### src/lcd_pkg.sv
package lcd_pkg;

	// x and y counters are wide enough for the whole frame
	localparam int cnt_w = 16;

	// horizontal timing in pixels
	localparam logic [cnt_w-1:0] h_active = 16'd480;
	localparam logic [cnt_w-1:0] h_front = 16'd8;
	localparam logic [cnt_w-1:0] h_sync = 16'd4;
	localparam logic [cnt_w-1:0] h_back = 16'd39;
	localparam logic [cnt_w-1:0] h_total = h_active + h_front + h_sync + h_back;

	// vertical timing in lines
	localparam logic [cnt_w-1:0] v_active = 16'd272;
	localparam logic [cnt_w-1:0] v_front = 16'd4;
	localparam logic [cnt_w-1:0] v_sync = 16'd4;
	localparam logic [cnt_w-1:0] v_back = 16'd8;
	localparam logic [cnt_w-1:0] v_total = v_active + v_front + v_sync + v_back;

	// top-left corner and size of the tile window in pixels
	localparam logic [cnt_w-1:0] win_x0 = 16'd112;
	localparam logic [cnt_w-1:0] win_y0 = 16'd72;
	localparam logic [cnt_w-1:0] win_w = 16'd256;
	localparam logic [cnt_w-1:0] win_h = 16'd128;

	localparam int tile_shift = 2; // 4x4 pixels per tile

	// the window is 64 tiles across and 32 tiles down
	localparam int tile_col_w = 6;
	localparam int tile_row_w = 5;

	// video memory geometry
	localparam int addr_w = 11;
	localparam int data_w = 8;
	localparam int bank_count = 4;
	localparam int bank_sel_w = 2; // top address bits pick the bank
	localparam int bank_addr_w = 9;

	// writes held back while the panel is in active video
	localparam int pend_depth = 8;
	localparam int pend_ptr_w = 3;

endpackage

### src/pixel_mux.sv
`timescale 1ns/1ps

module pixel_mux (
	input  logic                                              pixel_clk,
	input  logic                                              rst,
	input  logic [lcd_pkg::cnt_w-1:0]                         x,
	input  logic [lcd_pkg::cnt_w-1:0]                         y,
	input  logic                                              den_raw,
	input  logic                                              hsync_raw,
	input  logic                                              vsync_raw,
	input  logic [lcd_pkg::bank_count-1:0][lcd_pkg::data_w-1:0] bank_data,
	output logic [lcd_pkg::bank_addr_w-1:0]                   rd_addr,
	output logic                                              lcd_hsync,
	output logic                                              lcd_vsync,
	output logic                                              lcd_den,
	output logic [4:0]                                        lcd_r,
	output logic [5:0]                                        lcd_g,
	output logic [4:0]                                        lcd_b
);

	logic [lcd_pkg::cnt_w-1:0]      rel_x;
	logic [lcd_pkg::cnt_w-1:0]      rel_y;
	logic [lcd_pkg::addr_w-1:0]     tile_addr;
	logic                           in_win;
	logic [lcd_pkg::cnt_w-1:0]      grad;

	logic [lcd_pkg::bank_sel_w-1:0] sel_d1;
	logic                           in_win_d1;
	logic [lcd_pkg::cnt_w-1:0]      grad_d1;
	logic                           hsync_d1;
	logic                           vsync_d1;
	logic                           den_d1;
	logic [lcd_pkg::data_w-1:0]     tile_byte;

	assign rel_x = x - lcd_pkg::win_x0;
	assign rel_y = y - lcd_pkg::win_y0;

	assign in_win = (x >= lcd_pkg::win_x0) && (x < lcd_pkg::win_x0 + lcd_pkg::win_w) &&
		(y >= lcd_pkg::win_y0) && (y < lcd_pkg::win_y0 + lcd_pkg::win_h);

	// tile row sits above tile column, so the bank follows the row
	assign tile_addr = {rel_y[lcd_pkg::tile_shift +: lcd_pkg::tile_row_w],
		rel_x[lcd_pkg::tile_shift +: lcd_pkg::tile_col_w]};
	assign rd_addr = tile_addr[lcd_pkg::bank_addr_w-1:0];

	assign grad = x + y;

	// stage one lines up with the bank read latency
	always_ff @(posedge pixel_clk) begin
		sel_d1 <= tile_addr[lcd_pkg::addr_w-1 -: lcd_pkg::bank_sel_w];
		in_win_d1 <= in_win;
		grad_d1 <= grad;
	end

	always_ff @(posedge pixel_clk or negedge rst) begin
		if (!rst) begin
			hsync_d1 <= 1'b1;
			vsync_d1 <= 1'b1;
			den_d1 <= 1'b0;
		end else begin
			hsync_d1 <= hsync_raw;
			vsync_d1 <= vsync_raw;
			den_d1 <= den_raw;
		end
	end

	assign tile_byte = bank_data[sel_d1];

	always_ff @(posedge pixel_clk or negedge rst) begin
		if (!rst) begin
			lcd_hsync <= 1'b1;
			lcd_vsync <= 1'b1;
			lcd_den <= 1'b0;
			{lcd_b, lcd_g, lcd_r} <= '0;
		end else begin
			lcd_hsync <= hsync_d1;
			lcd_vsync <= vsync_d1;
			lcd_den <= den_d1;
			if (!den_d1) begin
				{lcd_b, lcd_g, lcd_r} <= '0; // panel expects black in blanking
			end else if (in_win_d1) begin
				{lcd_b, lcd_g, lcd_r} <= {tile_byte[4:0], tile_byte[5:0], tile_byte[4:0]};
			end else begin
				{lcd_b, lcd_g, lcd_r} <= grad_d1;
			end
		end
	end

endmodule

### config.mk
export PLATFORM = sky130hd
export DESIGN_NAME = pixel_mux
export DESIGN_NICKNAME = d
export VERILOG_FILES = /design/src/lcd_pkg.sv /design/src/pixel_mux.sv
export SDC_FILE = /design/constraint.sdc
export NUM_CORES = 1
export LEC_CHECK = 0
export BUFFER_PORTS_ARGS = -buffer_cell sky130_fd_sc_hd__buf_4
export CAP_MARGIN = 30
export CORE_MARGIN = 2
export CORE_UTILIZATION = 43
export DETAILED_ROUTE_END_ITERATION = 8
export MAX_ROUTING_LAYER = met4
export PLACE_DENSITY = 0.82
export SYNTH_ARGS = -nofsm -noshare
export SYNTH_HDL_FRONTEND = slang
export SYNTH_SLANG_ARGS = --single-unit
### constraint.sdc
create_clock -name pixel_clk -period 1.2 [get_ports pixel_clk]
set_input_delay 0.18 -clock pixel_clk [delete_from_list [all_inputs] [get_ports pixel_clk]]
set_output_delay 0.18 -clock pixel_clk [all_outputs]
set_load 0.1 [all_outputs]
; Yosys cells after proc, flatten, opt, wreduce, memory -nomap -nowiden
; Cells that the tools add are included.
[op_classes]
n_reduce_logical = 3
n_mux = 8
n_addsub = 3
magnitude_cmp = 5
[ops]
columns = cell, count
row1 = $ge A16 B7 Y1 const B, 2
row2 = $mux W5, 4
row3 = $mux W6, 3
row4 = $add A16 B16 Y16, 1
row5 = $bmux W8 S2, 1
row6 = $lt A16 B8 Y1 const B, 1
row7 = $lt A16 B9 Y1 const B, 1
row8 = $sub A8 B7 Y8 const B, 1
row9 = $sub A7 B7 Y7 const B, 1
row10 = $logic_and A1 B1 Y1, 3
row11 = $lt A2 B3 Y1 const B, 1
[totals]
word_cells = 31
regBits = 41
out_inout_bits = 28
in_bits = 69

; Longest topological paths before layout
; Gate-level depths: netlist of the first run.
[logic_depth]
word_depth = 4
mapped_depth = 8
depth_no_buf = 8

; Least setup slack after synthesis of the first run
; Ideal clock, no wire load.
[synth_path]
kind = input -> output
start = input x[4] (netlist name)
end = output rd_addr[4] (netlist name)
t_arrival_ns = 1.811
t_required_ns = 1.020
slack_ns = -0.791
path_stages = 2
n_path_buf = 0
cell_sequence = ha_1 > xor2_1
[synth_between]
elab_chain_len = 1
[synth_lines]
columns = item, line
row1 = from (decl), pixel_mux.sv:6  ; input logic [lcd_pkg::cnt_w-1:0] x,
row2 = $sub A8 B7 Y8, pixel_mux.sv:35  ; assign rel_x = x - lcd_pkg::win_x0;
row3 = to (decl), pixel_mux.sv:12  ; output logic [lcd_pkg::bank_addr_w-1:0] rd_addr,
; Every way passes these cells.

; Final worst setup path of the first run
[layout_path]
start = input x[0] (netlist name)
end = register grad_d1[14] (netlist name)
[layout_between]
elab_chain_len = 1
[layout_lines]
columns = item, line
row1 = $add A16 B16 Y16, pixel_mux.sv:46  ; assign grad = x + y;
row2 = named net grad (one bit), pixel_mux.sv:25  ; logic [lcd_pkg::cnt_w-1:0] grad;
row3 = to (signal assigned), pixel_mux.sv:52  ; grad_d1 <= grad;
row4 = to (decl), pixel_mux.sv:29  ; logic [lcd_pkg::cnt_w-1:0] grad_d1;
; The timed path passes the listed nets, and every way through them passes these cells.

==> flow_summary_export.csv, run 1 <==
group,metric,value,unit
status,outcome,"finished, violations left",
status,violations,"negative setup slack",
worst_setup_path,rr_startpoint,"sel_d1[0]",
detailed_routing,vias_per_cell,4.88,
power_and_ir_drop,vdd_drop_max,0.000700,V
synthesis,syn-num-nets,286,
layout,syn_to_final_growth,73.4,%
die,fp-row-count,25,
placed_design,gp_congestion,0.860,
worst_setup_path,slowest_delay,0.35,ns
synthesis,ys_seq_area_share,42.7,%
detailed_routing,drt_iter0_drc,42,
worst_setup_path,path_class,"input port to flop",
worst_setup_path,start_kind,"input port",
grt,grt_use_total,23.1,%
power_and_ir_drop,powerDensity,1230,nW/um^2
worst_setup_path,ff2ff_setup_slack,-0.08,ns
layout,finalNetCount,429,
grt,grt_pass1_vias,2086,
grt,grt_overflow,0,
cts,cts_root_buf,"clkbuf_8",
detailed_routing,postRouteAntennaNets,0,
layout,antenna_cells,0,
sta,setup_viol,26,
sta,fin_crit,1.65,ns
die,start_util,45.5,%
synthesis,yosysMostFrequentCell,"dfxtp_1",
sta,whs,0.105,ns
die,dieHeight,75.4,um
synthesis,ys_ff_latch,41,
worst_setup_path,worstSetupStartpoint,"x[0]",
synthesis,synth-edff-count,0,
cts,cts.clk_slew.worst_paths,0.07,ns
power_and_ir_drop,power_switching,1.75,mW
cts,h-tree-depth,2,
grt,grt_max_degree,23,
layout,fill_cells,312,
detailed_routing,num_vias,1999,
synthesis,synth_ff_type,"dfxtp_1",
power_and_ir_drop,comb_power_share,45.8,%
run,maxCapViolCount,0,
worst_hold_path,hold_start,"x[0]",
placed_design,placed_area,3340,um^2
synthesis,syn-cell-area,2190,um^2
layout,layout-drive-gt1-share,59.8,%
sta,max_freq,606,MHz
synthesis,synth-async-reset-ratio,53.7,%
die,pin_count,97,
cts,clkLatencyLatePin,0.29,ns
placed_design,pre_cts_ws,-0.762,ns
power_and_ir_drop,internal_power,2.91,mW
placed_design,numPortBuffers,88,
synthesis,synth_cell_types,40,
layout,regArea,940,um^2
power_and_ir_drop,power_frac_clock,18.7,%
die,core_region_area,4820,um^2
die,dieWidth,75.4,um
worst_setup_path,cp_cell_sequence,"buf_6, ha_4, fa_2, a21oi_2, o211ai_1, a31oi_2, o21ai_2, a221oi_2, xnor2_1",
synthesis,ys_top_cells_by_area,"dfrtp_1 21%, dfxtp_1 17%, ha_1 9.7%",
sta,hold_violations,0,
worst_hold_path,hp-class,"input port to flop",
synthesis,synth_warnings,0,
cts,clockBufferDepth,2,
worst_setup_path,path_max_fanout,3,
placed_design,dp.cells,391,
sta,timing.final.crit_share,138,%
power_and_ir_drop,switching_share,37.6,%
sta,clock_skew,0.00640,ns
worst_setup_path,worstSetupEndpointType,"flop",
layout,final_cells,410,
cts,numCtsBuffers,5,
worst_setup_path,worst_path_max_delay_cell,"fa_2",
worst_setup_path,crit_required,1.42,ns
layout,final_area,3800,um^2
power_and_ir_drop,p_leak,1.81,nW
worst_setup_path,cp_data_arrival_time,1.87,ns
sta,maxSlewViolCount,0,
placed_design,post-dp-hpwl,4450,um
layout,multi_input_area,1440,um^2
synthesis,syn_inst,199,
cts,cts_sinks,41,
detailed_routing,drt_pass1_iterations,4,
synthesis,avgSynthCellArea,11.0,um^2
detailed_routing,drcViolationCount,0,
die,die-area,5680,um^2
grt,antenna_found_initial,0,
synthesis,synth_top_area_share,20.6,%
sta,setup_slack,-0.451,ns
cts,cts_tree,"yes",
sta,rsz0062_at_grt,"yes",
synthesis,synth.top_cells.by_count,"19 x dfxtp_1, 18 x dfrtp_1, 17 x ha_1, 16 x nand2b_1, 15 x a21boi_0",
detailed_routing,wl_per_cell,14.4,um
sta,slew_headroom,75.7,%
synthesis,synth_area_leader_cell,"dfrtp_1",
power_and_ir_drop,seq_power_share,35.5,%
grt,grt_pass1_wl,9450,um
sta,worstMarginPinSlew,0.365,ns
detailed_routing,routed_wirelength,5910,um
[metal layers]
metal  up-vias  routed length, um  GRT usage (%)
met5         -                  0              -
met4         0                123           6.82
met3        12                400           4.76
met2        75               3180           43.3
met1       923               2200           24.1
li1        989                  -              -
[path summary, 6_finish.rpt]
| path | depth (start not counted) | to |
|---|---|---|
| max | 9 | grad_d1[14] |
| min | 2 | grad_d1[0] |
| max reg2reg | 3 | lcd_b[1] |
| min reg2reg | 0 | lcd_hsync |
| max in group asynchronous | 2 | vsync_d1 |
| min in group asynchronous | 2 | lcd_r[2] |
[logic make-up after synthesis]
group | count (synthesis) | share of synthesized area (%)
AOI/OAI and AO/OA | 49 | 17.0
xor gates and xnor gates | 20 | 8.00
adders and majority gates | 18 | 10.6
buffers and inverters | 17 | 3.83
DFF | 41 | 42.7
muxes | 7 | 6.63
and+or+nand+nor | 47 | 11.1
[cell type report]
cell class | count | area share (%)
multi-input combinational | 141 | 37.9
timing repair buffer | 146 | 32.1
sequential | 41 | 24.7
clock buffer | 8 | 2.37
tap | 67 | 2.21
inverter | 7 | 0.692
[placed cells by master, fill, tap and decap left out, drive strengths merged, types with 2 or more instances in the layout]
cell | synthesis | routed
dfstp | 4 | 4
nor2b | 2 | 2
nor4 | 3 | 3
dfrtp | 18 | 18
buf | 7 | 142
dlygate4sd3 | 0 | 4
nand2b | 16 | 16
dfxtp | 19 | 19
mux4 | 6 | 6
o21bai | 3 | 3
a21o | 3 | 3
a31oi | 2 | 2
nand4 | 3 | 3
nand3 | 3 | 3
o21ai | 4 | 4
xor2 | 7 | 7
xnor2 | 13 | 13
a21boi | 15 | 15
a211oi | 2 | 2
clkbuf | 3 | 8
a21oi | 14 | 14
nor3 | 3 | 3
ha | 17 | 17
nor2 | 5 | 5
inv | 7 | 7
nand2 | 12 | 12
[sequential cells by signal (all words and copies together), names as in the netlist]
name and flops:
grad_d1 16, lcd_g 6, lcd_b 5, lcd_r 5
sel_d1 2, den_d1 1, hsync_d1 1, in_win_d1 1
lcd_den 1, lcd_hsync 1, lcd_vsync 1, vsync_d1 1
[per-stage QoR]
step / TNS, ns / total power, mW / util (%)
3_3_place_gp: -7.47 / 3.51 / 69.2
2_1_floorplan: -2.75 / 2.92 / -
4_1_cts: -2.62 / 4.60 / 76.8
5_1_grt: -4.95 / 4.88 / 78.8
3_5_place_dp: -7.95 / 3.56 / 69.2
6_report: -3.39 / 4.66 / 78.8
[worst max-delay path: cells and delay by family]
family                   cells  cell delay [ns]
adder cells (fa/ha/maj)      2             0.50
AO/OA/AOI/OAI                5             0.95
XOR/XNOR                     1             0.14
buffers and inverters        1             0.10
[repair_timing]
| action | in CTS | in global routing |
|---|---|---|
| setup buffers | 5 | 5 |
| hold buffers | 4 | 0 |
| pin swaps | 16 | 16 |
| gates resized for setup | 62 | 16 |
| gates cloned | 0 | 0 |
| endpoints found under the hold margin | 25 | 0 |
| setup endpoints to repair | 30 | 32 |
[power by group through the flow]
stage	logic [mW]	registers, mW	clock network (mW)
after global placement	1.84	1.67	0
after detailed placement	1.88	1.68	0
after CTS	2.05	1.65	0.904
final	2.13	1.65	0.872
after global routing	2.26	1.67	0.946
after floorplan	0.714	2.20	0
No activity file was read; power rests on OpenSTA's default activity.
==> inputs of run 2 (changes only) <==
--- a/config.mk
+++ b/config.mk
@@ -5,7 +5,7 @@
 export SDC_FILE = /design/constraint.sdc
 export NUM_CORES = 1
 export LEC_CHECK = 0
-export BUFFER_PORTS_ARGS = -buffer_cell sky130_fd_sc_hd__buf_4
+export BUFFER_PORTS_ARGS = -buffer_cell sky130_fd_sc_hd__buf_2
 export CAP_MARGIN = 30
 export CORE_MARGIN = 2
 export CORE_UTILIZATION = 43
==> run 2 against run 1 <==
  * The flow still finishes with violations (negative setup slack)
  * Utilization increased by 5.8 points
  * Routed wire length rose by 24%
  * Combinational power is 14% higher
  * Worst hold slack worse by 0.029 ns
  * Design area is 7.3% higher
  * Non-clock buffer count is 7 higher
  * Sequential power is 3% higher
  * Via count increased by 9.5%
  * Power is 12% higher
  * Clock-buffer cell count down 2
  * Die area stayed put
  * Largest cell class unchanged
  * Highest routed layer unchanged
==> flow_summary_export.csv, run 2 (synthesized netlist as in run 1, its figures left out) <==
group,metric,value,unit
cts,h-tree-depth,2,
sta,setup_slack,-0.531,ns
sta,clock_skew,0.00981,ns
worst_hold_path,hp-class,"input port to flop",
worst_setup_path,start_kind,"input port",
detailed_routing,wl_met1,2760,um
placed_design,post-dp-hpwl,4740,um
worst_setup_path,worst_path_max_delay_cell,"fa_2",
worst_hold_path,hold_depth,2,
layout,regMostFlops,"grad_d1",
worst_setup_path,ff2ff_setup_slack,-0.09,ns
grt,grt_max_degree,23,
sta,timing.final.crit_share,144,%
layout,layout-drive-gt1-share,63.1,%
detailed_routing,routed.top_layer,"met4",
layout,syn_to_final_growth,86.1,%
die,pin_count,97,
detailed_routing,vias_per_cell,5.25,
worst_setup_path,crit_required,1.44,ns
cts,cts.clk_slew.worst_paths,0.08,ns
power_and_ir_drop,internal_power,3.25,mW
sta,worstMarginPinSlew,0.465,ns
worst_setup_path,worstSetupEndpointType,"flop",
sta,rsz0062_at_grt,"yes",
layout,antenna_cells,0,
power_and_ir_drop,vdd_drop_max,0.000791,V
worst_setup_path,rr_startpoint,"sel_d1[0]",
cts,cts_tree,"yes",
worst_setup_path,reg2regPathDepth,3,
placed_design,placed_area,3580,um^2
worst_setup_path,path_buf_inv,1,
status,violations,"negative setup slack",
placed_design,pre_cts_ws,-0.777,ns
layout,fill_cells,244,
sta,whs,0.0751,ns
sta,maxSlewViolCount,0,
power_and_ir_drop,switching_share,37.8,%
layout,finalNetCount,436,
detailed_routing,dr_wl_met2,3960,um
grt,grt_overflow,0,
detailed_routing,drcViolationCount,0,
detailed_routing,drt_pass1_iterations,4,
sta,max_freq,578,MHz
die,die-area,5680,um^2
sta,hold_violations,0,
detailed_routing,routed_wirelength,7350,um
sta,slew_headroom,69.0,%
worst_setup_path,worstReg2RegEnd,"lcd_g[2]",
die,dieWidth,75.4,um
power_and_ir_drop,powerDensity,1280,nW/um^2
worst_setup_path,crit_family,"compound AO/OA/AOI/OAI gates",
power_and_ir_drop,comb_power_share,46.3,%
die,dieHeight,75.4,um
cts,clockBufferDepth,2,
grt,antenna_found_initial,0,
placed_design,gp_congestion,0.863,
die,start_util,45.5,%
sta,fin_crit,1.73,ns
cts,cts_sinks,41,
layout,final_common_cell,"buf_2",
power_and_ir_drop,power_frac_clock,21.2,%
detailed_routing,dr_wl_met3,416,um
worst_setup_path,path_class,"input port to flop",
cts,numCtsBuffers,5,
detailed_routing,wl_per_cell,17.6,um
status,outcome,"finished, violations left",
grt,grt_pass1_wl,10400,um
detailed_routing,drt_iter0_drc,142,
die,core_region_area,4820,um^2
run,maxCapViolCount,0,
grt,grt_use_total,25.4,%
placed_design,numPortBuffers,88,
worst_hold_path,hold_start,"x[0]",
worst_hold_path,holdPathEnd,"grad_d1[0]",
worst_setup_path,cp_cell_sequence,"buf_8, ha_4, fa_2, a21oi_2, o211ai_1, a31oi_2, o21ai_2, a221oi_2, xnor2_1",
power_and_ir_drop,seq_power_share,32.5,%
worst_setup_path,slowest_delay,0.35,ns
sta,setup_viol,30,
die,fp-row-count,25,
worst_setup_path,cp_data_arrival_time,1.97,ns
power_and_ir_drop,p_leak,1.90,nW
detailed_routing,postRouteAntennaNets,0,
detailed_routing,num_vias,2189,
cts,cts_root_buf,"clkbuf_8",
worst_setup_path,path_max_fanout,2,
layout,final_cell_mix,"57 x buf_2, 55 x buf_4, 29 x buf_12",
layout,final_area,4080,um^2
cts,clkLatencyLatePin,0.31,ns
power_and_ir_drop,power_switching,1.98,mW
grt,grt_pass1_vias,2273,
layout,largest_reg_flops,16,
run 2: layout make-up:
cell class	count	area, um^2	area share [%]
Clock buffer	6	72.6	1.78
Clock inverter	2	33.8	0.829
Inverter	7	26.3	0.645
Multi-Input combinational cell	141	1500	36.9
Sequential cell	41	940	23.1
Tap cell	67	83.8	2.06
Timing Repair Buffer	153	1420	34.8
run 2: power groups by stage:
| stage | registers, mW | logic [mW] | clock network, mW |
|---|---|---|---|
| after floorplan | 2.20 | 0.714 | 0 |
| after global placement | 1.72 | 2.06 | 0 |
| after detailed placement | 1.73 | 2.11 | 0 |
| after CTS | 1.70 | 2.23 | 1.08 |
| after global routing | 1.72 | 2.53 | 1.18 |
| final | 1.70 | 2.42 | 1.11 |
run 2: through the flow:
step	total power [mW]	instances	utilization [%]	TNS, ns
after floorplan	2.92	199	-	-2.75
after global placement	3.78	397	74.3	-7.87
final	5.23	417	84.6	-3.82
after global routing	5.43	417	84.6	-5.09
after detailed placement	3.83	397	74.3	-8.89
after CTS	5.00	412	80.5	-2.85
run 2: what timing repair did:
action | 4_1_cts | 5_1_grt
endpoints found under the setup margin | 28 | 32
pin swaps | 21 | 21
hold endpoints to repair | 21 | 0
setup buffers | 5 | 7
gates resized for setup | 46 | 31
hold buffers | 4 | 0
run 2: how the worst max path moves through the flow:
stage | from | cells after the start | endpoint
3_3_place_gp | y[0] | 9 | grad_d1[14]
2_1_floorplan | y[0] | 8 | grad_d1[14]
6_report | y[0] | 9 | grad_d1[14]
5_1_grt | y[0] | 9 | grad_d1[14]
4_1_cts | y[0] | 9 | grad_d1[14]
3_5_place_dp | y[0] | 9 | grad_d1[14]
run 2: per-layer routing:
| layer | global-route usage, % | vias to the layer above |
|---|---|---|
| met5 | - | - |
| met4 | 11.5 | 0 |
| met3 | 5.29 | 22 |
| met2 | 45.8 | 100 |
| met1 | 26.4 | 1061 |
| li1 | - | 1006 |
