**src/lcd_pkg.sv**
```systemverilog
package lcd_pkg;

	// x and y counters are wide enough for the whole frame
	localparam int cnt_w = 16;

	// horizontal timing in pixels
	localparam logic [cnt_w-1:0] h_active = 16'd480;
	localparam logic [cnt_w-1:0] h_front = 16'd8;
	localparam logic [cnt_w-1:0] h_sync = 16'd4;
	localparam logic [cnt_w-1:0] h_back = 16'd39;
	localparam logic [cnt_w-1:0] h_total = h_active + h_front + h_sync + h_back;

	// vertical timing in lines
	localparam logic [cnt_w-1:0] v_active = 16'd272;
	localparam logic [cnt_w-1:0] v_front = 16'd4;
	localparam logic [cnt_w-1:0] v_sync = 16'd4;
	localparam logic [cnt_w-1:0] v_back = 16'd8;
	localparam logic [cnt_w-1:0] v_total = v_active + v_front + v_sync + v_back;

	// top-left corner and size of the tile window in pixels
	localparam logic [cnt_w-1:0] win_x0 = 16'd112;
	localparam logic [cnt_w-1:0] win_y0 = 16'd72;
	localparam logic [cnt_w-1:0] win_w = 16'd256;
	localparam logic [cnt_w-1:0] win_h = 16'd128;

	localparam int tile_shift = 2; // 4x4 pixels per tile

	// the window is 64 tiles across and 32 tiles down
	localparam int tile_col_w = 6;
	localparam int tile_row_w = 5;

	// video memory geometry
	localparam int addr_w = 11;
	localparam int data_w = 8;
	localparam int bank_count = 4;
	localparam int bank_sel_w = 2; // top address bits pick the bank
	localparam int bank_addr_w = 9;

	// writes held back while the panel is in active video
	localparam int pend_depth = 8;
	localparam int pend_ptr_w = 3;

endpackage

```
**src/lcd_timing.sv**
```systemverilog
`timescale 1ns/1ps

module lcd_timing (
	input  logic                       pixel_clk,
	input  logic                       rst,
	output logic [lcd_pkg::cnt_w-1:0]  x,
	output logic [lcd_pkg::cnt_w-1:0]  y,
	output logic                       den_raw,
	output logic                       hsync_raw,
	output logic                       vsync_raw
);

	logic x_last;
	logic y_last;
	logic h_in_sync;
	logic v_in_sync;

	assign x_last = (x == lcd_pkg::h_total - 1'b1);
	assign y_last = (y == lcd_pkg::v_total - 1'b1);

	// pixel counter wraps at the end of each line
	always_ff @(posedge pixel_clk or negedge rst) begin
		if (!rst) begin
			x <= '0;
		end else if (x_last) begin
			x <= '0;
		end else begin
			x <= x + 1'b1;
		end
	end

	// line counter only moves on the last pixel of a line
	always_ff @(posedge pixel_clk or negedge rst) begin
		if (!rst) begin
			y <= '0;
		end else if (x_last) begin
			if (y_last) begin
				y <= '0;
			end else begin
				y <= y + 1'b1;
			end
		end
	end

	// sync pulse sits between the front and back porch
	assign h_in_sync = (x >= lcd_pkg::h_active + lcd_pkg::h_front) &&
		(x < lcd_pkg::h_active + lcd_pkg::h_front + lcd_pkg::h_sync);
	assign v_in_sync = (y >= lcd_pkg::v_active + lcd_pkg::v_front) &&
		(y < lcd_pkg::v_active + lcd_pkg::v_front + lcd_pkg::v_sync);

	assign hsync_raw = !h_in_sync; // both syncs are active low
	assign vsync_raw = !v_in_sync;

	assign den_raw = (x < lcd_pkg::h_active) && (y < lcd_pkg::v_active);

endmodule

```
**config.mk**
```make
export PLATFORM = sky130hd
export DESIGN_NAME = lcd_timing
export DESIGN_NICKNAME = d
export VERILOG_FILES = /design/src/lcd_pkg.sv /design/src/lcd_timing.sv
export SDC_FILE = /design/constraint.sdc
export NUM_CORES = 1
export LEC_CHECK = 0
export ABC_AREA = 1
export BUFFER_PORTS_ARGS = -buffer_cell sky130_fd_sc_hd__buf_2
export CAP_MARGIN = 20
export CORE_MARGIN = 2
export CORE_UTILIZATION = 25
export DETAILED_ROUTE_END_ITERATION = 10
export GPL_ROUTABILITY_DRIVEN = 0
export GPL_TIMING_DRIVEN = 1
export HOLD_SLACK_MARGIN = 0.08
export PLACE_DENSITY = 0.42
export REMOVE_ABC_BUFFERS = 1
export SKIP_LAST_GASP = 1
export SYNTH_ARGS = -nofsm -noshare
export SYNTH_HDL_FRONTEND = slang
export SYNTH_SLANG_ARGS = --single-unit
```
**constraint.sdc**
```tcl
create_clock -name pixel_clk -period 1.4 [get_ports pixel_clk]
set_input_delay 0.21 -clock pixel_clk [delete_from_list [all_inputs] [get_ports pixel_clk]]
set_output_delay 0.21 -clock pixel_clk [all_outputs]
set_load 0.01 [all_outputs]
```
After elaboration in Yosys (flattened, before gate mapping). Index checks and enable logic that the tools add are counted.

Mux-type cells: 2. Equality and inequality tests: 2. Reduce and logical (&&, ||, !) cells: 5. Magnitude comparators: 6. $add $sub $neg: 2.

Operators with widths (number): $lt 16x9->1 const B (4); $add 16x1->16 const B (2); $ge 16x9->1 const B (2); $mux 16 (2); $eq 16x10->1 const B (1); $eq 16x9->1 const B (1); $logic_and 1x1->1 (3); $logic_not 1->1 (2).

Output and inout bits: 35. Logic and storage cells: 19. Register bits after elaboration: 32.

Longest topological paths before layout. Gate-level depths: netlist (run 1).

Depth in word-level cells: 3. Gate-level depth with buffers: 9. Depth with buffers taken out: 8.

Least setup slack after synthesis (run 1). No wires, ideal clock.

Kind: register to register. Start point: register x[0] in the netlist's numbering. End point: register y[3] in the netlist's numbering. Stages on the path, launching flop included: 10. Arrival: 1343 ps. Data required time: 1283 ps. Slack: -60 ps. Cell sequence: dfrtp_1 -> inv_1 -> ha_1 -> nor3b_2 -> nand2_1 -> nor2_8 -> inv_4 -> buf_6 -> nand2_1 -> nand2_1.

Cells in the longest elaborated chain, start to end: 1.

RTL lines: start, declared (RTL line lcd_timing.sv:6) `output logic [lcd_pkg::cnt_w-1:0] x,`; start signal, assigned (RTL line lcd_timing.sv:28) `x <= x + 1'b1;`; $eq 16x10->1 (RTL line lcd_timing.sv:18) `assign x_last = (x == lcd_pkg::h_total - 1'b1);`; end signal, assigned (RTL line lcd_timing.sv:40) `y <= y + 1'b1;`; end, declared (RTL line lcd_timing.sv:7) `output logic [lcd_pkg::cnt_w-1:0] y,`.

Every way passes these cells. A chain may end at the register's enable or synchronous reset.

Worst setup path after layout (run 1).
Start point: register y[12] in the netlist's numbering. End point: output port den_raw.

Cells in the longest elaborated chain, start to end: 2.

RTL lines: $lt 16x9->1 (RTL line lcd_timing.sv:54) `assign den_raw = (x < lcd_pkg::h_active) && (y < lcd_pkg::v_active);`; $logic_and 1x1->1 (RTL line lcd_timing.sv:54); end, declared (RTL line lcd_timing.sv:8) `output logic den_raw,`.

Every way passes these cells.

==> results.py, run 1 <==
metrics = {
    "synthesis": {
        "synthFlopType": "dfrtp_1",
        "mappedNetlistArea_um2": 2098,
        "ys_warn_count": 0,
        "synthCells": 296,
        "ys_ff_latch": 32,
        "async_reset_ff_share_pct": 100.0,
        "synth-edff-count": 0,
        "ys_seq_area_share_pct": 38.16,
        "synth_area_per_cell_um2": 7.089,
        "synth.distinct_cells": 25,
    },
    "sta": {
        "setup_viol": 25,
        "rsz0062_at_grt": "yes",
        "fin_ws_ns": -0.2232,
        "finalClockSkew_ns": 0.007131,
        "hold_viol": 0,
        "totalNegativeSetupSlack_ns": -1.384,
        "holdWs_ns": 0.3781,
        "slew-limit-headroom_pct": 73.67,
        "period_share_pct": 115.9,
        "period_needed_ns": 1.623,
        "finalMaxSlewViolations": 0,
        "tightestPinTransition_ns": 0.3949,
        "fmax_ghz": 0.6161,
    },
    "floorplanning": {
        "core_um2": 8175,
        "initial_core_util_pct": 25.67,
        "ios": 37,
        "dieWidth_um": 95.62,
        "rows": 33,
        "die-area_um2": 9142,
        "fp.dieH_um": 95.62,
    },
    "setup_path": {
        "crit_top_cell": "nor2_2",
        "arrival_ns": 1.41,
        "critPathRequiredTime_ns": 1.19,
        "r2r_end": "y[0]$_DFFE_PN0N_",
        "cp-start-kind": "register",
        "r2r-start": "x[0]$_DFF_PN0_",
        "crit_family": "simple AND/OR/NAND/NOR gates",
        "r2r_cells": 8,
        "endpoint": "den_raw",
        "critPathKind": "reg -> out",
        "end_kind": "primary output",
        "cp_num_cells": 6,
        "crit_fanout": 2,
        "crit_start": "y[12]$_DFFE_PN0N_",
        "critical_path.max_stage_delay_ns": 0.39,
        "critPathSlowestCell": "dfrtp_1",
        "critPathBufInv": 1,
        "path_cells": "nor2_1, nand3_1, nor2_2, o21ai_2, nor2_2, buf_2",
        "rrSetupSlack_ns": -0.06,
    },
    "cts": {
        "cts-htree-levels": 2,
        "cts-root-buf": "clkbuf_8",
        "cts_tree": "yes",
        "insertion_delay_ns": 0.28,
        "cts_sinks": 32,
        "cts_buffer_depth": 2,
        "clk_pin_slew_ns": 0.07,
        "cts_made_buffers": 5,
    },
    "run_status": {
        "violations": "setup timing",
        "outcome": "finished with violations",
    },
    "run": {
        "drv_cap": 0,
    },
    "final_layout": {
        "fillCellCount": 897,
        "antennaDiodeCount": 0,
        "area_delta_synth_final_pct": 49.97,
        "layout_commonest_cell": "nand2_1",
        "utilization_pct": 38.49,
        "drive_above_1_share_pct": 42.78,
        "postLayoutCellArea_um2": 3147,
        "nNetsFinal": 401,
        "ff_latch_area_um2": 805.8,
        "multi_input_area_um2": 1271,
        "layout_common_cells": "nand2_1, buf_4, buf_2",
    },
    "route": {
        "routed_via_density": 4.354,
        "drt_wl_total_um": 6236,
        "drc": 0,
        "drt.antenna.violating_nets": 0,
        "via_count": 2177,
        "drtPass1Iterations": 4,
        "post_drt_wl_per_cell_um": 12.47,
        "first_iter_violations": 99,
    },
    "grt": {
        "use_met2_pct": 25.47,
        "grt_pass1_wl_um": 10250,
        "grtUsageMet3_pct": 3.004,
        "grt_util_met1_pct": 18.16,
        "grt_usage_pct": 14.58,
        "grt_antenna_before_repair": 0,
        "grt_max_degree": 16,
        "grt_pass1_vias": 2130,
        "grt_overflow": 0,
        "top_usage_layer": "met2",
    },
    "power": {
        "leakagePower_nw": 1.743,
        "powerDensity_nw_per_um2": 587.2,
        "irDropWorstVdd_uv": 314.6,
    },
    "placement": {
        "port_buffers": 36,
        "pre_cts_slack_ns": -0.03683,
        "place_area_um2": 2679,
        "hpwl_um": 4607,
    },
    "hold_path": {
        "min_path_type": "in -> async",
    },
}
-- layout make-up --
cell class | count | area share, %
inverters | 45 | 5.567
multi-input cells | 215 | 40.40
clock inverters | 2 | 1.113
well taps | 105 | 4.175
flip-flops and latches | 32 | 25.61
repair buffers | 95 | 20.83
clock buffers | 6 | 2.306
-- how the worst min path moves through the flow --
stage,endpoint,slack (ns),cells after the start
4_1_cts,x[4]$_DFF_PN0_,0.39,2
2_1_floorplan,x[0]$_DFF_PN0_,-0.09,0
5_1_grt,x[4]$_DFF_PN0_,0.42,2
3_3_place_gp,x[4]$_DFF_PN0_,0.16,1
3_5_place_dp,x[4]$_DFF_PN0_,0.16,1
6_report,x[4]$_DFF_PN0_,0.38,2
-- worst reg2reg max path, cell delays in order (launching register included) --
cell and delay, ns:
dfrtp_1 0.42, inv_2 0.09, ha_4 0.12, nor3b_4 0.20
nand2_4 0.09, nor2_8 0.20, buf_6 0.17, nand3_2 0.06
nand2_1 0.07
-- per-stage QoR --
stage	total power [mW]	cells
after CTS	1.871	493
final	1.848	500
after global placement	0.9692	474
after global routing	1.925	500
after floorplan	0.9421	292
after detailed placement	0.9691	474
-- power by group --
| part | internal, mW | switching (mW) | leakage [nW] |
|---|---|---|---|
| clock | 0.529 | 0.369 | 0.0552 |
| combinational | 0.00645 | 0.0204 | 1.26 |
| sequential | 0.924 | 0 | 0.426 |
-- cells by family after synthesis --
| family | Yosys count | synth area share [%] |
|---|---|---|
| simple gates | 190 | 41.56 |
| buf+inv | 49 | 10.02 |
| flops | 32 | 38.16 |
| xor+xnor | 14 | 5.844 |
| compound gates | 6 | 1.431 |
| fa+ha+maj | 5 | 2.982 |
-- state kept, by name, indices dropped and copies added, names as in the netlist --
signal  cells
x          16
y          16
-- timing repair --
action	CTS	global route
gates cloned	0	0
hold endpoints to repair	13	0
pin swaps	8	20
setup endpoints to repair	24	29
gates resized for setup	18	52
hold buffers	1	0
setup buffers	10	8
-- cell usage after synthesis, types with 2 or more instances --
master,n,share of area (%)
buf_6,3,1.6
clkinv_1,2,0.36
dfrtp_1,32,38
ha_1,5,3.0
inv_1,35,6.3
inv_2,7,1.3
nand2_1,95,17
nand2_2,3,0.89
nand3_1,25,6.0
nand3_2,6,2.9
nand4_1,8,2.4
nor2_1,41,7.3
nor2_4,3,1.6
nor3_1,4,0.95
o21ai_0,5,1.2
xor2_1,13,5.4
-- layer usage --
metal | up-vias | share of wire [%]
met4 | 0 | 0.88
met1 | 1018 | 45
li1 | 1111 | -
met5 | - | 0
met2 | 44 | 49
met3 | 4 | 5.1
Power figures use the tool's default switching activity.
==> run 2, diff against run 1 <==
==> constraint.sdc (replaced) <==
create_clock -name pixel_clk -period 1.35 [get_ports pixel_clk]
set_input_delay 0.2025 -clock pixel_clk [delete_from_list [all_inputs] [get_ports pixel_clk]]
set_output_delay 0.2025 -clock pixel_clk [all_outputs]
set_load 0.01 [all_outputs]
==> results.py, run 2 (synthesized netlist as in run 1, its figures left out) <==
metrics = {
    "floorplanning": {
        "ios": 37,
        "core_um2": 8175,
        "rows": 33,
        "fp.dieH_um": 95.62,
        "dieWidth_um": 95.62,
        "initial_core_util_pct": 25.67,
        "die-area_um2": 9142,
    },
    "route": {
        "drt_wl_total_um": 6125,
        "drc": 0,
        "drtPass1Iterations": 4,
        "post_drt_wl_per_cell_um": 12.10,
        "via_count": 2110,
        "routed_via_density": 4.170,
        "drt.antenna.violating_nets": 0,
        "first_iter_violations": 51,
    },
    "setup_path": {
        "end_kind": "primary output",
        "critPathRequiredTime_ns": 1.15,
        "critPathKind": "reg -> out",
        "arrival_ns": 1.41,
        "critPathSlowestCell": "dfrtp_1",
        "rrSetupSlack_ns": -0.14,
        "cp-start-kind": "register",
        "crit_fanout": 2,
        "critical_path.max_stage_delay_ns": 0.38,
        "r2r-start": "x[0]$_DFF_PN0_",
        "crit_top_cell": "nor2_1",
        "path_cells": "nor2_1, nand3_1, nor2_1, o21ai_1, nor2_1, buf_2",
        "crit_start": "y[13]$_DFFE_PN0N_",
    },
    "final_layout": {
        "utilization_pct": 39.52,
        "layout_common_cells": "nand2_1, buf_4, buf_2",
        "drive_above_1_share_pct": 44.64,
        "antennaDiodeCount": 0,
        "area_delta_synth_final_pct": 53.97,
        "instances_no_fill": 506,
        "nNetsFinal": 407,
        "postLayoutCellArea_um2": 3231,
        "top_regs": "x x16, y x16",
        "layout_commonest_cell": "nand2_1",
    },
    "cts": {
        "cts_sinks": 32,
        "cts_tree": "yes",
        "clk_pin_slew_ns": 0.08,
        "cts_made_buffers": 5,
        "cts_buffer_depth": 2,
        "insertion_delay_ns": 0.29,
        "cts-htree-levels": 2,
        "cts-root-buf": "clkbuf_8",
    },
    "sta": {
        "fin_ws_ns": -0.2582,
        "hold_viol": 0,
        "finalMaxSlewViolations": 0,
        "rsz0062_at_grt": "yes",
        "slew-limit-headroom_pct": 80.61,
        "finalClockSkew_ns": 0.01075,
        "period_share_pct": 119.1,
        "fmax_ghz": 0.6218,
        "setup_viol": 27,
        "tightestPinTransition_ns": 0.2897,
        "period_needed_ns": 1.608,
    },
    "hold_path": {
        "min_path_type": "in -> async",
    },
    "run_status": {
        "violations": "setup timing",
        "outcome": "finished with violations",
    },
    "grt": {
        "grt_pass1_vias": 2152,
        "grt_antenna_before_repair": 0,
        "grt_overflow": 0,
        "grt_usage_pct": 14.38,
        "grt_pass1_wl_um": 10100,
        "grt_max_degree": 33,
    },
    "placement": {
        "port_buffers": 36,
        "pre_cts_slack_ns": -0.09084,
        "place_area_um2": 2751,
        "place_inst": 482,
        "hpwl_um": 4456,
    },
    "run": {
        "drv_cap": 0,
    },
    "power": {
        "irDropWorstVdd_uv": 256.6,
        "leakagePower_nw": 1.731,
        "powerDensity_nw_per_um2": 601.3,
    },
}
## run 2: changes by cell type in the layout (fill, tap and decap cells not counted), moves of 4 or more
cell	change
nand2_2	+7
buf_6	+6
nand3_1	-5
nand2_4	-4
nand3_2	+4
nor2_1	+4
## run 2: per-stage QoR
step	power (mW)	hold WS, ns	setup TNS [ns]
6_report	1.943	0.3925	-3.012
5_1_grt	2.025	0.4018	-5.394
4_1_cts	1.975	0.3971	-2.414
3_5_place_dp	1.006	0.1706	-1.321
3_3_place_gp	1.007	0.1796	-0.6857
2_1_floorplan	0.9769	-0.09309	-2.787
## run 2: layout make-up
cell class,instances,area [µm²]
Fill cell,893,4945
Multi-Input combinational cell,215,1271
Sequential cell,32,804.5
Timing Repair Buffer,101,738.2
Inverter,45,177.7
Tap cell,105,131.4
Clock buffer,6,72.57
Clock inverter,2,35.03
## run 2: worst max-delay path: cells and delay by family (launching register included)
kind            cells  cell delay (ns)
compound gates      1             0.11
buf+inv             1             0.14
flops               1             0.38
simple gates        4             0.48
## run 2: report_power, final
group | switching, mW | internal (mW) | total [mW]
logic | 0.0210 | 0.00895 | 0.0300
registers | 0 | 0.958 | 0.958
clock network | 0.407 | 0.548 | 0.955
## run 2: routing by layer
metal	global-route usage [%]	share of wire, %	vias to the layer above
li1	-	-	1119
met1	18.45	47	945
met2	23.60	46	40
met3	4.111	5.0	6
met4	3.929	1.3	0
met5	0	0	-
## run 2: worst paths after layout
kind / end / cells after the start
hold / removal: x[3]$_DFF_PN0_ / 3
hold reg to reg: x[11]$_DFF_PN0_ / 4
setup / recovery: den_raw / 6
max in group asynchronous: x[2]$_DFF_PN0_ / 3
setup reg to reg: y[12]$_DFFE_PN0N_ / 8
min in group pixel_clk: x[11]$_DFF_PN0_ / 4
## run 2: what timing repair did
item / 4_1_cts / 5_1_grt
endpoints found under the setup margin: 25 / 33
hold endpoints to repair: 32 / 0
gates cloned: 0 / 0
hold buffers: 1 / 0
resized for setup: 30 / 44
buffers inserted: 9 / 7
pin swaps: 13 / 19
==> run 3, diff against run 2 <==
--- a/config.mk
+++ b/config.mk
@@ -10,11 +10,12 @@
 export CAP_MARGIN = 20
 export CORE_MARGIN = 2
 export CORE_UTILIZATION = 25
+export CTS_CLUSTER_SIZE = 25
 export DETAILED_ROUTE_END_ITERATION = 10
 export GPL_ROUTABILITY_DRIVEN = 0
 export GPL_TIMING_DRIVEN = 1
 export HOLD_SLACK_MARGIN = 0.08
-export PLACE_DENSITY = 0.42
+export PLACE_DENSITY = 0.41
 export REMOVE_ABC_BUFFERS = 1
 export SKIP_LAST_GASP = 1
 export SYNTH_ARGS = -nofsm -noshare
==> constraint.sdc (replaced) <==
create_clock -name pixel_clk -period 1.9 [get_ports pixel_clk]
set_input_delay 0.285 -clock pixel_clk [delete_from_list [all_inputs] [get_ports pixel_clk]]
set_output_delay 0.285 -clock pixel_clk [all_outputs]
set_load 0.01 [all_outputs]
==> results.py, run 3 (synthesized netlist as in run 1, its figures left out) <==
metrics = {
    "run_status": {
        "outcome": "complete, no violations",
    },
    "setup_path": {
        "end_kind": "primary output",
        "critPathSlowestCell": "dfrtp_2",
        "critPathRequiredTime_ns": 1.62,
        "r2r-start": "x[0]$_DFF_PN0_",
        "r2r_end": "y[11]$_DFFE_PN0N_",
        "critPathBufInv": 1,
        "critPathKind": "reg -> out",
        "cp-start-kind": "register",
        "rrSetupSlack_ns": 0.27,
        "critical_path.max_stage_delay_ns": 0.45,
        "crit_fanout": 7,
        "arrival_ns": 1.47,
        "r2r_cells": 8,
        "crit_family": "simple AND/OR/NAND/NOR gates",
        "crit_start": "y[13]$_DFFE_PN0N_",
        "path_cells": "nor2_1, nand3_1, nor2_1, o21ai_0, nor2_2, buf_2",
        "endpoint": "den_raw",
        "crit_top_cell": "nor2_1",
        "cp_num_cells": 6,
    },
    "hold_path": {
        "min_path_type": "in -> async",
    },
    "sta": {
        "hold_viol": 0,
        "tightestPinTransition_ns": 0.7729,
        "fmax_ghz": 0.5690,
        "slew-limit-headroom_pct": 48.47,
        "finalMaxSlewViolations": 0,
        "rsz0062_at_grt": "no",
        "setup_viol": 0,
        "totalNegativeSetupSlack_ns": 0,
        "holdWs_ns": 0.06418,
        "finalClockSkew_ns": 0.006746,
        "period_share_pct": 92.49,
        "period_needed_ns": 1.757,
    },
    "grt": {
        "grt_overflow": 0,
        "grt_usage_pct": 13.09,
        "grt_antenna_before_repair": 0,
        "grt_pass1_wl_um": 9121,
        "grt_pass1_vias": 1908,
        "grt_max_degree": 33,
    },
    "power": {
        "power.internal_mw": 1.069,
        "irDropWorstVdd_uv": 225.1,
        "power_frac_clock_pct": 49.4,
        "comb_power_share_pct": 1.1,
        "powerDensity_nw_per_um2": 536.9,
        "power_mw": 1.374,
        "power.switching_mw": 0.3043,
        "seqPwrFrac_pct": 49.5,
        "p_sw_share_pct": 22.15,
        "leakagePower_nw": 1.406,
    },
    "cts": {
        "cts_buffer_depth": 2,
        "cts-root-buf": "clkbuf_8",
        "cts-htree-levels": 2,
        "cts_made_buffers": 5,
        "cts_tree": "yes",
        "cts_sinks": 32,
        "clk_pin_slew_ns": 0.08,
        "insertion_delay_ns": 0.29,
    },
    "route": {
        "first_iter_violations": 102,
        "drc": 0,
        "drt_wl_total_um": 5459,
        "via_count": 1934,
        "drtPass1Iterations": 6,
        "routed_via_density": 4.307,
        "post_drt_wl_per_cell_um": 12.16,
        "drt.antenna.violating_nets": 0,
    },
    "floorplanning": {
        "initial_core_util_pct": 25.67,
        "core_um2": 8175,
        "fp.dieH_um": 95.62,
        "rows": 33,
        "die-area_um2": 9142,
        "ios": 37,
        "dieWidth_um": 95.62,
    },
    "placement": {
        "place_area_um2": 2436,
        "port_buffers": 36,
        "place_inst": 440,
        "hpwl_um": 4113,
    },
    "final_layout": {
        "nNetsFinal": 350,
        "layout_common_cells": "nand2_1, nor2_1, buf_2",
        "fillCellCount": 904,
        "layout_commonest_cell": "nand2_1",
        "area_delta_synth_final_pct": 21.94,
        "multi_input_area_um2": 1090,
        "instances_no_fill": 449,
        "top_regs": "x x16, y x16",
        "antennaDiodeCount": 0,
        "ff_latch_area_um2": 802.0,
        "drive_above_1_share_pct": 22.38,
        "postLayoutCellArea_um2": 2559,
    },
    "run": {
        "drv_cap": 0,
    },
}
[run 3: cell count changes in the layout (fill, tap and decap cells not counted), sizes merged]
cell and change:
inv -1, buf -56, clkinvlp +1, dlygate4sd3 -1, clkinv +1, clkbuf -1
[run 3: cell type report]
| type | instances | share of cell area (%) |
|---|---|---|
| Clock buffer | 5 | 2.689 |
| Clock inverter | 3 | 1.663 |
| Inverter | 45 | 6.699 |
| Multi-Input combinational cell | 215 | 42.59 |
| Sequential cell | 32 | 31.34 |
| Tap cell | 105 | 5.134 |
| Timing Repair Buffer | 44 | 9.878 |
[run 3: worst reg2reg max path, cell delays in order (launching register included)]
cell     delay [ns]
dfrtp_1        0.43
inv_1          0.10
ha_1           0.14
nor3b_2        0.14
nand2_1        0.14
nor2_8         0.28
inv_4          0.15
nand2_1        0.08
nand2_1        0.05
[run 3: power by group through the flow]
stage,Sequential (mW),Clock [mW],Combinational [mW]
2_1_floorplan,0.694,0,0.000000693
3_3_place_gp,0.694,0,0.0161
3_5_place_dp,0.694,0,0.0162
4_1_cts,0.680,0.710,0.0163
5_1_grt,0.680,0.735,0.0180
6_report,0.680,0.679,0.0145
[run 3: worst min path at each step]
stage | from | end | slack, ns | cells after the start
floorplan | rst | x[0]$_DFF_PN0_ | -0.01 | 0
global placement | rst | x[5]$_DFF_PN0_ | 0.41 | 1
detailed placement | rst | x[6]$_DFF_PN0_ | 0.41 | 1
CTS | rst | x[6]$_DFF_PN0_ | 0.09 | 1
global route | rst | x[3]$_DFF_PN0_ | 0.12 | 1
finish | rst | x[5]$_DFF_PN0_ | 0.06 | 1
[run 3: what timing repair did]
item                                    CTS  global route
hold buffers                              0             0
buffers inserted                          0             1
resized for setup                         0             2
endpoints found under the setup margin    0             1
[run 3: stage by stage]
stage,util (%),worst slack (ns)
after CTS,31.16,0.06896
after global placement,29.80,0.3269
after detailed placement,29.80,0.2703
final,31.30,0.1426
after global routing,31.30,0.01068
after floorplan,-,0.3752
[run 3: per-layer routing]
| metal | vias up | share of wire, % | global-route usage [%] | routed length (µm) |
|---|---|---|---|---|
| met5 | - | 0 | 0 | 0 |
| met4 | 0 | 1.3 | 3.810 | 70 |
| met3 | 8 | 5.1 | 3.083 | 279 |
| met2 | 48 | 46 | 22.32 | 2526 |
| met1 | 872 | 47 | 16.40 | 2583 |
| li1 | 1006 | - | - | - |
